===== config.mk =====
export PLATFORM = sky130hd
export DESIGN_NAME = trigger_top
export DESIGN_NICKNAME = d
export VERILOG_FILES = /design/src/verilog/trg_pkg.sv /design/src/verilog/sample_unpack.sv /design/src/verilog/hit_trigger.sv /design/src/verilog/event_capture.sv /design/src/verilog/trigger_top.sv
export SDC_FILE = /design/constraint.sdc
export NUM_CORES = 1
export LEC_CHECK = 0
export ABC_AREA = 0
export CAP_MARGIN = 10
export CORE_ASPECT_RATIO = 2
export CORE_MARGIN = 2
export CORE_UTILIZATION = 60
export CTS_CLUSTER_SIZE = 8
export DETAILED_ROUTE_END_ITERATION = 8
export DONT_BUFFER_PORTS = 1
export PLACE_DENSITY = 0.84
export SETUP_SLACK_MARGIN = 0.02
export SYNTH_ARGS = -nofsm -noshare
export SYNTH_HDL_FRONTEND = slang
export SYNTH_SLANG_ARGS = --single-unit
export TNS_END_PERCENT = 5

===== constraint.sdc =====
create_clock -name CLK -period 5.8 [get_ports CLK]
set_clock_uncertainty 0.1 [all_clocks]
set_input_delay 0.87 -clock CLK [delete_from_list [all_inputs] [get_ports CLK]]
set_output_delay 0.87 -clock CLK [all_outputs]
set_load 0.005 [all_outputs]

===== src/verilog/trg_pkg.sv =====
package trg_pkg;

  // stream word and lane layout
  localparam int tdata_width = 128;
  localparam int lane_count  = 8;
  localparam int lane_width  = 16;
  localparam int adc_width   = 12;
  localparam int pad_width   = lane_width - adc_width;

  // time base and event counter
  localparam int time_width  = 48;
  localparam int count_width = 16;

  // window lengths, in stream words
  localparam int post_acqui_len = 38;
  localparam int acqui_len      = 100;

  // counter widths, wide enough to hold the full length
  localparam int post_cnt_width = $clog2(post_acqui_len + 1);
  localparam int acq_cnt_width  = $clog2(acqui_len + 1);

  // one lane slot, sample in the upper bits
  typedef struct packed {
    logic signed [adc_width-1:0] sample;
    logic [pad_width-1:0]        pad;
  } lane_t;

  // raw view for pass-through, lane view for compare and pad clearing
  typedef union packed {
    logic [tdata_width-1:0]   raw;
    lane_t [lane_count-1:0]   lane;
  } lane_word_u;

  typedef struct packed {
    lane_word_u                  word;
    logic                        valid;
    logic [lane_count-1:0]       hits;
    logic [time_width-1:0]       cur_time;
    logic signed [adc_width-1:0] baseline;
    logic signed [adc_width:0]   threshold;
  } unpack_t;

  typedef struct packed {
    logic [tdata_width-1:0]      data;
    logic                        valid;
    logic                        triggered;
    logic                        rise;
    logic [time_width-1:0]       cur_time;
    logic signed [adc_width-1:0] baseline;
    logic signed [adc_width:0]   threshold;
  } trig_t;

  typedef struct packed {
    logic [time_width-1:0]       time_stamp;
    logic signed [adc_width-1:0] baseline_when_hit;
    logic signed [adc_width:0]   threshold_when_hit;
  } capture_t;

endpackage


===== src/verilog/sample_unpack.sv =====
`timescale 1ns/1ps

module sample_unpack (
  input  logic                                 CLK,
  input  logic                                 RESETN,
  input  trg_pkg::lane_word_u                  tdata,
  input  logic                                 tvalid,
  input  logic signed [trg_pkg::adc_width-1:0] baseline,
  input  logic signed [trg_pkg::adc_width:0]   threshold_val,
  input  logic [trg_pkg::time_width-1:0]       current_time,
  output trg_pkg::unpack_t                     stage
);

  // sample minus baseline, one extra bit so it cannot wrap
  logic signed [trg_pkg::adc_width:0] delta [trg_pkg::lane_count];
  logic [trg_pkg::lane_count-1:0]     hit_d;

  // control state
  logic                               valid_q;
  logic [trg_pkg::lane_count-1:0]     hits_q;

  // payload, follows the input every clock
  trg_pkg::lane_word_u                word_q;
  logic [trg_pkg::time_width-1:0]     time_q;
  logic signed [trg_pkg::adc_width-1:0] baseline_q;
  logic signed [trg_pkg::adc_width:0]   threshold_q;

  always_comb begin
    for (int i = 0; i < trg_pkg::lane_count; i++) begin
      // sign extend both operands to 13 bits before subtracting
      delta[i] = {tdata.lane[i].sample[trg_pkg::adc_width-1], tdata.lane[i].sample}
                 - {baseline[trg_pkg::adc_width-1], baseline};
      hit_d[i] = (delta[i] >= threshold_val);
    end
  end

  always_ff @(posedge CLK or negedge RESETN) begin
    if (!RESETN) begin
      valid_q <= 1'b0;
      hits_q  <= '0;
    end else begin
      valid_q <= tvalid;
      // an invalid word never hits
      hits_q  <= tvalid ? hit_d : '0;
    end
  end

  always_ff @(posedge CLK) begin
    word_q      <= tdata;
    time_q      <= current_time;
    baseline_q  <= baseline;
    threshold_q <= threshold_val;
  end

  assign stage = '{
    word:      word_q,
    valid:     valid_q,
    hits:      hits_q,
    cur_time:  time_q,
    baseline:  baseline_q,
    threshold: threshold_q
  };

endmodule


===== src/verilog/hit_trigger.sv =====
`timescale 1ns/1ps

module hit_trigger (
  input  logic             CLK,
  input  logic             RESETN,
  input  trg_pkg::unpack_t stage_in,
  output trg_pkg::trig_t   stage_out
);

  // word-level hit and its edges
  logic hit;
  logic hit_prev;
  logic rise;
  logic fall;

  // post window after the last hit word
  logic [trg_pkg::post_cnt_width-1:0] post_cnt;
  logic [trg_pkg::post_cnt_width-1:0] post_next;
  logic                               post_open;
  logic                               post_win;

  // acquisition length, index of the current word from the rising edge
  logic [trg_pkg::acq_cnt_width-1:0]  acq_cnt;
  logic [trg_pkg::acq_cnt_width-1:0]  acq_idx;
  logic                               over_len;

  logic                               trig_d;
  trg_pkg::lane_word_u                cleared;
  logic [trg_pkg::tdata_width-1:0]    data_d;

  // output registers
  logic                               valid_q;
  logic                               triggered_q;
  logic                               rise_q;
  logic [trg_pkg::tdata_width-1:0]    data_q;
  logic [trg_pkg::time_width-1:0]     time_q;
  logic signed [trg_pkg::adc_width-1:0] baseline_q;
  logic signed [trg_pkg::adc_width:0]   threshold_q;

  assign hit  = stage_in.valid & (|stage_in.hits);
  assign rise = hit & ~hit_prev;
  // first quiet word after a hit run
  assign fall = stage_in.valid & ~hit & hit_prev;

  assign post_win  = fall | post_open;
  assign post_next = post_cnt + 1'b1;

  // edge word counts as index 0
  assign acq_idx = rise ? '0 : acq_cnt;

  // a new edge lifts a previous cut
  assign trig_d = stage_in.valid & (hit | post_win) & (rise | ~over_len);

  always_comb begin
    cleared = stage_in.word;
    for (int i = 0; i < trg_pkg::lane_count; i++) begin
      cleared.lane[i].pad = '0;
    end
  end

  assign data_d = stage_in.valid ? cleared.raw : '1;

  // hit history, an invalid word leaves it clear
  always_ff @(posedge CLK or negedge RESETN) begin
    if (!RESETN) begin
      hit_prev <= 1'b0;
    end else begin
      hit_prev <= hit;
    end
  end

  // post counter restarts on every hit word
  always_ff @(posedge CLK or negedge RESETN) begin
    if (!RESETN) begin
      post_cnt  <= '0;
      post_open <= 1'b0;
    end else if (!stage_in.valid || hit) begin
      post_cnt  <= '0;
      post_open <= 1'b0;
    end else if (post_win) begin
      post_cnt  <= post_next;
      post_open <= (post_next < trg_pkg::post_acqui_len);
    end
  end

  // saturating acquisition counter and the over-length cut
  always_ff @(posedge CLK or negedge RESETN) begin
    if (!RESETN) begin
      acq_cnt  <= '0;
      over_len <= 1'b0;
    end else if (stage_in.valid) begin
      if (acq_idx == trg_pkg::acqui_len) begin
        acq_cnt <= acq_idx;
      end else begin
        acq_cnt <= acq_idx + 1'b1;
      end
      // next word would be past the maximum length
      over_len <= (acq_idx >= trg_pkg::acqui_len - 1);
    end
  end

  always_ff @(posedge CLK or negedge RESETN) begin
    if (!RESETN) begin
      valid_q     <= 1'b0;
      triggered_q <= 1'b0;
      rise_q      <= 1'b0;
    end else begin
      valid_q     <= stage_in.valid;
      triggered_q <= trig_d;
      rise_q      <= rise;
    end
  end

  always_ff @(posedge CLK) begin
    data_q      <= data_d;
    time_q      <= stage_in.cur_time;
    baseline_q  <= stage_in.baseline;
    threshold_q <= stage_in.threshold;
  end

  assign stage_out = '{
    data:      data_q,
    valid:     valid_q,
    triggered: triggered_q,
    rise:      rise_q,
    cur_time:  time_q,
    baseline:  baseline_q,
    threshold: threshold_q
  };

endmodule


===== src/verilog/event_capture.sv =====
`timescale 1ns/1ps

module event_capture (
  input  logic                              CLK,
  input  logic                              RESETN,
  input  trg_pkg::trig_t                    stage_in,
  output logic [trg_pkg::tdata_width-1:0]   data,
  output logic                              valid,
  output logic                              triggered,
  output trg_pkg::capture_t                 event_rec,
  output logic [trg_pkg::count_width-1:0]   event_count
);

  // stream outputs, one clock behind the trigger stage
  always_ff @(posedge CLK or negedge RESETN) begin
    if (!RESETN) begin
      data      <= '1;
      valid     <= 1'b0;
      triggered <= 1'b0;
    end else begin
      data      <= stage_in.data;
      valid     <= stage_in.valid;
      triggered <= stage_in.triggered;
    end
  end

  // event record, held between rising edges
  always_ff @(posedge CLK or negedge RESETN) begin
    if (!RESETN) begin
      event_rec <= '0;
    end else if (stage_in.rise) begin
      event_rec <= '{
        time_stamp:         stage_in.cur_time,
        baseline_when_hit:  stage_in.baseline,
        threshold_when_hit: stage_in.threshold
      };
    end
  end

  // saturates instead of wrapping
  always_ff @(posedge CLK or negedge RESETN) begin
    if (!RESETN) begin
      event_count <= '0;
    end else if (stage_in.rise && (event_count != {trg_pkg::count_width{1'b1}})) begin
      event_count <= event_count + 1'b1;
    end
  end

endmodule


===== src/verilog/trigger_top.sv =====
`timescale 1ns/1ps

module trigger_top (
  input  logic                                 CLK,
  input  logic                                 RESETN,
  input  logic [trg_pkg::tdata_width-1:0]      tdata,
  input  logic                                 tvalid,
  input  logic signed [trg_pkg::adc_width-1:0] baseline,
  input  logic signed [trg_pkg::adc_width:0]   threshold_val,
  input  logic [trg_pkg::time_width-1:0]       current_time,
  output logic [trg_pkg::tdata_width-1:0]      data,
  output logic                                 valid,
  output logic                                 triggered,
  output logic [trg_pkg::time_width-1:0]       time_stamp,
  output logic signed [trg_pkg::adc_width-1:0] baseline_when_hit,
  output logic signed [trg_pkg::adc_width:0]   threshold_when_hit,
  output logic [trg_pkg::count_width-1:0]      event_count
);

  trg_pkg::lane_word_u tdata_u;
  trg_pkg::unpack_t    unpacked;
  trg_pkg::trig_t      trig;
  trg_pkg::capture_t   capture;

  assign tdata_u.raw = tdata;

  sample_unpack u_unpack (
    .CLK           (CLK),
    .RESETN        (RESETN),
    .tdata         (tdata_u),
    .tvalid        (tvalid),
    .baseline      (baseline),
    .threshold_val (threshold_val),
    .current_time  (current_time),
    .stage         (unpacked)
  );

  hit_trigger u_trigger (
    .CLK       (CLK),
    .RESETN    (RESETN),
    .stage_in  (unpacked),
    .stage_out (trig)
  );

  event_capture u_capture (
    .CLK         (CLK),
    .RESETN      (RESETN),
    .stage_in    (trig),
    .data        (data),
    .valid       (valid),
    .triggered   (triggered),
    .event_rec   (capture),
    .event_count (event_count)
  );

  // event record split out to plain ports
  assign time_stamp         = capture.time_stamp;
  assign baseline_when_hit  = capture.baseline_when_hit;
  assign threshold_when_hit = capture.threshold_when_hit;

endmodule


## Word-level counts from Yosys, hierarchy flattened

Cells that the tools add are included.

- Register bits after elaboration: 649
- Input bits: 204
- Output and inout port bits: 219
- Logic and storage cells: 74

- Add/sub/neg operators: 11
- $lt $le $gt $ge: 10
- Equality and inequality tests: 2
- Muxes and demuxes: 8
- Bitwise operators: 12
- Reductions and logical operators: 5

Operators with widths:

| kind | count |
|---|---|
| $mux W116 | 1 |
| $ge A13 B13 Y1 | 8 |
| $sub A12 B12 Y13 | 8 |
| $add A16 B1 Y16 const B | 1 |
| $ne A16 B16 Y1 const B | 1 |
| $mux W7 | 2 |
| $mux W6 | 2 |
| $mux W8 | 1 |
| $reduce_or A8 Y1 | 1 |
| $add A7 B1 Y7 const B | 1 |
| $eq A7 B7 Y1 const B | 1 |
| $ge A7 B7 Y1 const B | 1 |
| $add A6 B1 Y6 const B | 1 |
| $and A1 B1 Y1 | 6 |
| $lt A6 B6 Y1 const B | 1 |
| $not A1 Y1 | 3 |
| $or A1 B1 Y1 | 3 |
| $mux W1 | 2 |
| $reduce_bool A2 Y1 | 1 |
| $logic_and A1 B1 Y1 | 1 |
| $logic_not A1 Y1 | 1 |
| $logic_or A1 B1 Y1 | 1 |

## Longest topological paths before layout

- Depth after elaboration: 9
- Depth in mapped cells: 17
- Depth with buffers taken out: 17

## Cells and area by module

A second synthesis with hierarchy kept.

- Cells, all modules: 1,828
- Area total of the unflattened synthesis: 22,889.5 sq um

By module, submodules not included:

| module | times used | cells an instance | area an instance (sq um) | sequential area each (sq um) |
|---|---|---|---|---|
| sample_unpack | 1 | 1,061 | 10,701.5 | 4,249.1 |
| event_capture | 1 | 352 | 6,877.8 | 5,640.4 |
| hit_trigger | 1 | 415 | 5,310.1 | 3,878.7 |

## Worst setup path before layout

Ideal clock, no wire load.

- Path kind: input to register
- Start: input baseline[1] (netlist bit)
- End: register u_unpack.hits_q[2] (netlist bit)
- Library setup time: 0.120 ns
- Arrival: 3.853 ns
- Data required time: 5.580 ns
- Slack: 1.727 ns
- Cell stages on the path: 14
- Buffers on the path: 0
- Path through: inv_1 > fa_1 > a21o_1 > a21oi_1 > a21oi_1 > nor2_1 > o21ai_0 > xor2_1 > ha_1 > and4_1 > a221o_1 > a211oi_1 > o2111ai_1 > o211a_1

- Word-level cells in the longest chain between the ends: 3

Ends and longest elaborated chain:

| element | RTL line | source |
|---|---|---|
| start, declared | trigger_top.sv:8 | `input logic signed [trg_pkg::adc_width-1:0] baseline,` |
| $sub A12 B12 Y13 | sample_unpack.sv:32 | `- {baseline[trg_pkg::adc_width-1], baseline};` |
| $ge A13 B13 Y1 | sample_unpack.sv:33 | `hit_d[i] = (delta[i] >= threshold_val);` |
| $mux W8 | sample_unpack.sv:44 | `hits_q <= tvalid ? hit_d : '0;` |
| end signal, assigned | sample_unpack.sv:44 |  |
| end, declared | sample_unpack.sv:20 | `logic [trg_pkg::lane_count-1:0] hits_q;` |

Every way passes these cells.
A chain may end at the register's enable or synchronous reset.

## Worst setup path after layout

- Start: input baseline[2] (netlist bit)
- End: register u_unpack.hits_q[2] (netlist bit)

The elaborated chain is that of the path after synthesis.

==> qor.yml <==
synth:
  yosysTopAreaCell: "dfxtp_1"
  synth-seq-area-share_pct: 57.8
  synthTopCellsByCount: "dfxtp_1 (339), ha_1 (204), dfrtp_1 (119)"
  synth_seq_cells: 555
  synth_area_leaders: "dfxtp_1 (32%), dfrtp_1 (14%), ha_1 (12%)"
  yosysWarnings: 0
  synth_edf_count: 0
  yosysMostFrequentCell: "dfxtp_1"
  synth_top_cell_area_share_pct: 31.8
  async_flop_share_pct: 38.9
  avgSynthCellArea_um2: 12.4
  synthesis.area_um2: 21300
  netlist_instances: 1722
  ys.flop_type: "dfxtp_1"
  yosysUniqueCellTypes: 78
  synth_fp_nets: 2138
worst_setup_path:
  slowest_delay_ns: 0.48
  crit_top_cell: "a21oi_1"
  endpoint_kind: "register"
  worst_r2r_path_depth: 10
  cp.depth: 15
  worstPathCellList: "inv_1 > ha_1 > a21o_1 > a21oi_1 > a21oi_1 > o31ai_1 > a21boi_1 > o31ai_1 > ha_1 > and4_1 > nand3_1 > a21oi_1 > a211oi_1 > o2111ai_1 > o211a_1"
  crit_slowest_cell: "inv_1"
  rrSetupSlack_ns: 2.69
  path_class: "primary input to register"
  startpoint_type: "primary input"
  r2r-end: "u_trigger.acq_cnt[6]"
  path_delay_family: "compound AO/OA/AOI/OAI gates"
  r2r_start: "u_unpack.valid_q"
  required_ns: 6.19
  crit_buf_inv: 1
  worstPathMaxFanout: 8
  arrival_ns: 4.36
clock_network:
  clk_latency_ns: 0.60
  cts_setup_buffers: 0
  clkSlewWorstSetupHoldPaths_ns: 0.07
  cts_resized: 0
  cts.sinks: 555
  cts_buffers: 79
  cts_tree: "done"
  htreeDepth: 3
  cts_root_buf: "clkbuf_16"
  max-clock-path-buffers: 3
global_routing:
  grt_start_max_net_pins: 120
  grt_pass1_wl_mm: 79.2
  grt_pass1_vias: 14497
  grt_antenna_before_repair: 2
  gr-total-overflow: 0
  grt_usage_pct: 28.6
sta:
  final.setup.tns_ns: 0
  hold_viol: 0
  finalCriticalPeriod_ns: 3.97
  timing.fmax_ghz: 0.252
  finalMaxSlewViolations: 0
  hold-worst-slack_ns: 0.0273
  slew-limit-headroom_pct: 28.0
  final.period_utilization_pct: 68.4
  setup_viol: 0
  setup_slack_ns: 1.83
  rsz0062_at_grt: "false"
  worstMarginPinSlew_ns: 1.08
power:
  peakVddDrop_v: 0.000404
  finalPower_mw: 9.85
  power_density_nw_per_um2: 411
  seqPwrFrac_pct: 45.2
  power.share.switching_pct: 25.6
  p_switching_mw: 2.52
  clockPowerShare_pct: 42.8
  p_leak_nw: 10.4
  p_int_mw: 7.33
  p_comb_share_pct: 12.0
floorplanning:
  die_w_um: 137
  dieArea_um2: 37100
  core_um2: 35100
  rows: 97
  die_height_um: 271
  io_pins: 423
  start_util_pct: 60.8
finish:
  multiInputGateArea_um2: 8410
  nFillCells: 2364
  syn2layout_area_growth_pct: 12.5
  final_nets: 2173
  ff_latch_area_um2: 12300
  drive_gt1_share_pct: 15.8
route:
  viasPerCell: 5.92
  dr.pass1.iters: 9
  vias: 13447
  drt_first_iter_violations: 668
  post-route-drc-count: 0
  wire_per_inst_um: 23.5
  routed_wl_mm: 53.4
  antenna_left: 0
placement:
  place_ws_ns: 1.30
  numPortBuffers: 0
  hpwl_mm: 36.4
  place_congestion: 0.908
min_path:
  hold_class: "primary input to asynchronous set/reset pin"
job:
  cap_violations: 0
outcome:
  status: "completed"
-- what timing repair did --
item,in CTS,in global routing
endpoints found under the setup margin,0,0
hold endpoints to repair,119,0
hold buffers,3,0
-- worst register-to-register path, stage by stage, from the launching register on --
cell and delay (ns):
dfrtp_4 0.83, inv_2 0.19, a21o_1 0.23, o21ai_0 0.34, ha_1 0.22, nand2_1 0.05
or4_1 0.51, o21ai_2 0.27, nor2_1 0.08, nor2_1 0.09, o22a_1 0.14
-- logic make-up after synthesis --
logic type	Yosys count	synth area share, %
muxes	81	4.25
xor gates and xnor gates	87	3.58
buffers and inverters	123	2.78
and+or+nand+nor	386	9.81
DFF	555	57.8
adders and majority gates	212	12.7
AOI/OAI and AO/OA	278	9.08
-- layout by cell type, fill, tap and decap left out, drive strengths merged, types with 5 or more instances in the layout --
master   instances
o211ai          11
o21a            23
ha             204
nand4           13
o2111ai          8
and3            12
a21o            36
nand2           55
mux2            76
dfstp           97
dfrtp          119
o41ai            6
xnor2           57
fa               8
nor4             7
inv             72
nor2b           20
clkinv           6
o311ai           5
a31oi            8
a21oi           74
a211oi          11
mux2i            5
clkbuf         139
and4             5
dfxtp          339
o21ai           48
a2111oi          5
nand3b           8
nor2            80
xor2            30
nand3           34
nor3            16
or3              5
nand2b         118
-- worst max-delay path by stage --
stage                      startpoint                 end
after global routing      baseline[1]  u_unpack.hits_q[0]
after CTS                 baseline[2]  u_unpack.hits_q[2]
after detailed placement  baseline[2]  u_unpack.hits_q[2]
after global placement    baseline[2]  u_unpack.hits_q[2]
after floorplan           baseline[1]  u_unpack.hits_q[2]
final                     baseline[2]  u_unpack.hits_q[2]
-- state kept, by name (all words and copies together) (netlist names), 12 cells and up --
name / cells
u_capture.data: 97
u_unpack.time_q: 48
u_trigger.threshold_q: 13
u_trigger.data_q: 97
u_trigger.time_q: 48
u_capture.event_rec: 73
u_unpack.threshold_q: 13
u_trigger.baseline_q: 12
u_unpack.word_q: 96
u_capture.event_count: 16
u_unpack.baseline_q: 12
-- per-layer routing --
metal,up-vias,global-route usage (%),routed length (um)
met5,-,0,0
met4,0,20.3,4040
li1,6080,-,-
met3,226,8.23,4140
met1,6497,26.3,16900
met2,644,52.0,28300
-- per-stage QoR --
step	instances	util, %	cell area [um^2]
after floorplan	1722	-	21300
after global placement	2118	61.5	21600
after detailed placement	2118	61.5	21600
after CTS	2268	68.3	24000
after global routing	2270	68.3	24000
final	2270	68.3	24000
-- power by group through the flow --
stage / logic (mW) / registers [mW] / clock network, mW
6_report: 1.18 / 4.46 / 4.21
3_3_place_gp: 1.06 / 4.50 / 0
5_1_grt: 1.32 / 4.49 / 4.46
4_1_cts: 1.17 / 4.46 / 4.28
3_5_place_dp: 1.13 / 4.52 / 0
2_1_floorplan: 0.931 / 4.40 / 0
-- final cells by class --
type	count	area share, %
sequential	555	51.4
multi-input combinational	1044	35.1
clock buffer	139	9.19
tap	445	2.32
inverter	71	1.11
clock inverter	8	0.590
timing repair buffer	6	0.292
antenna	2	0.0209
Note: power is estimated with default switching activity, not from simulation.
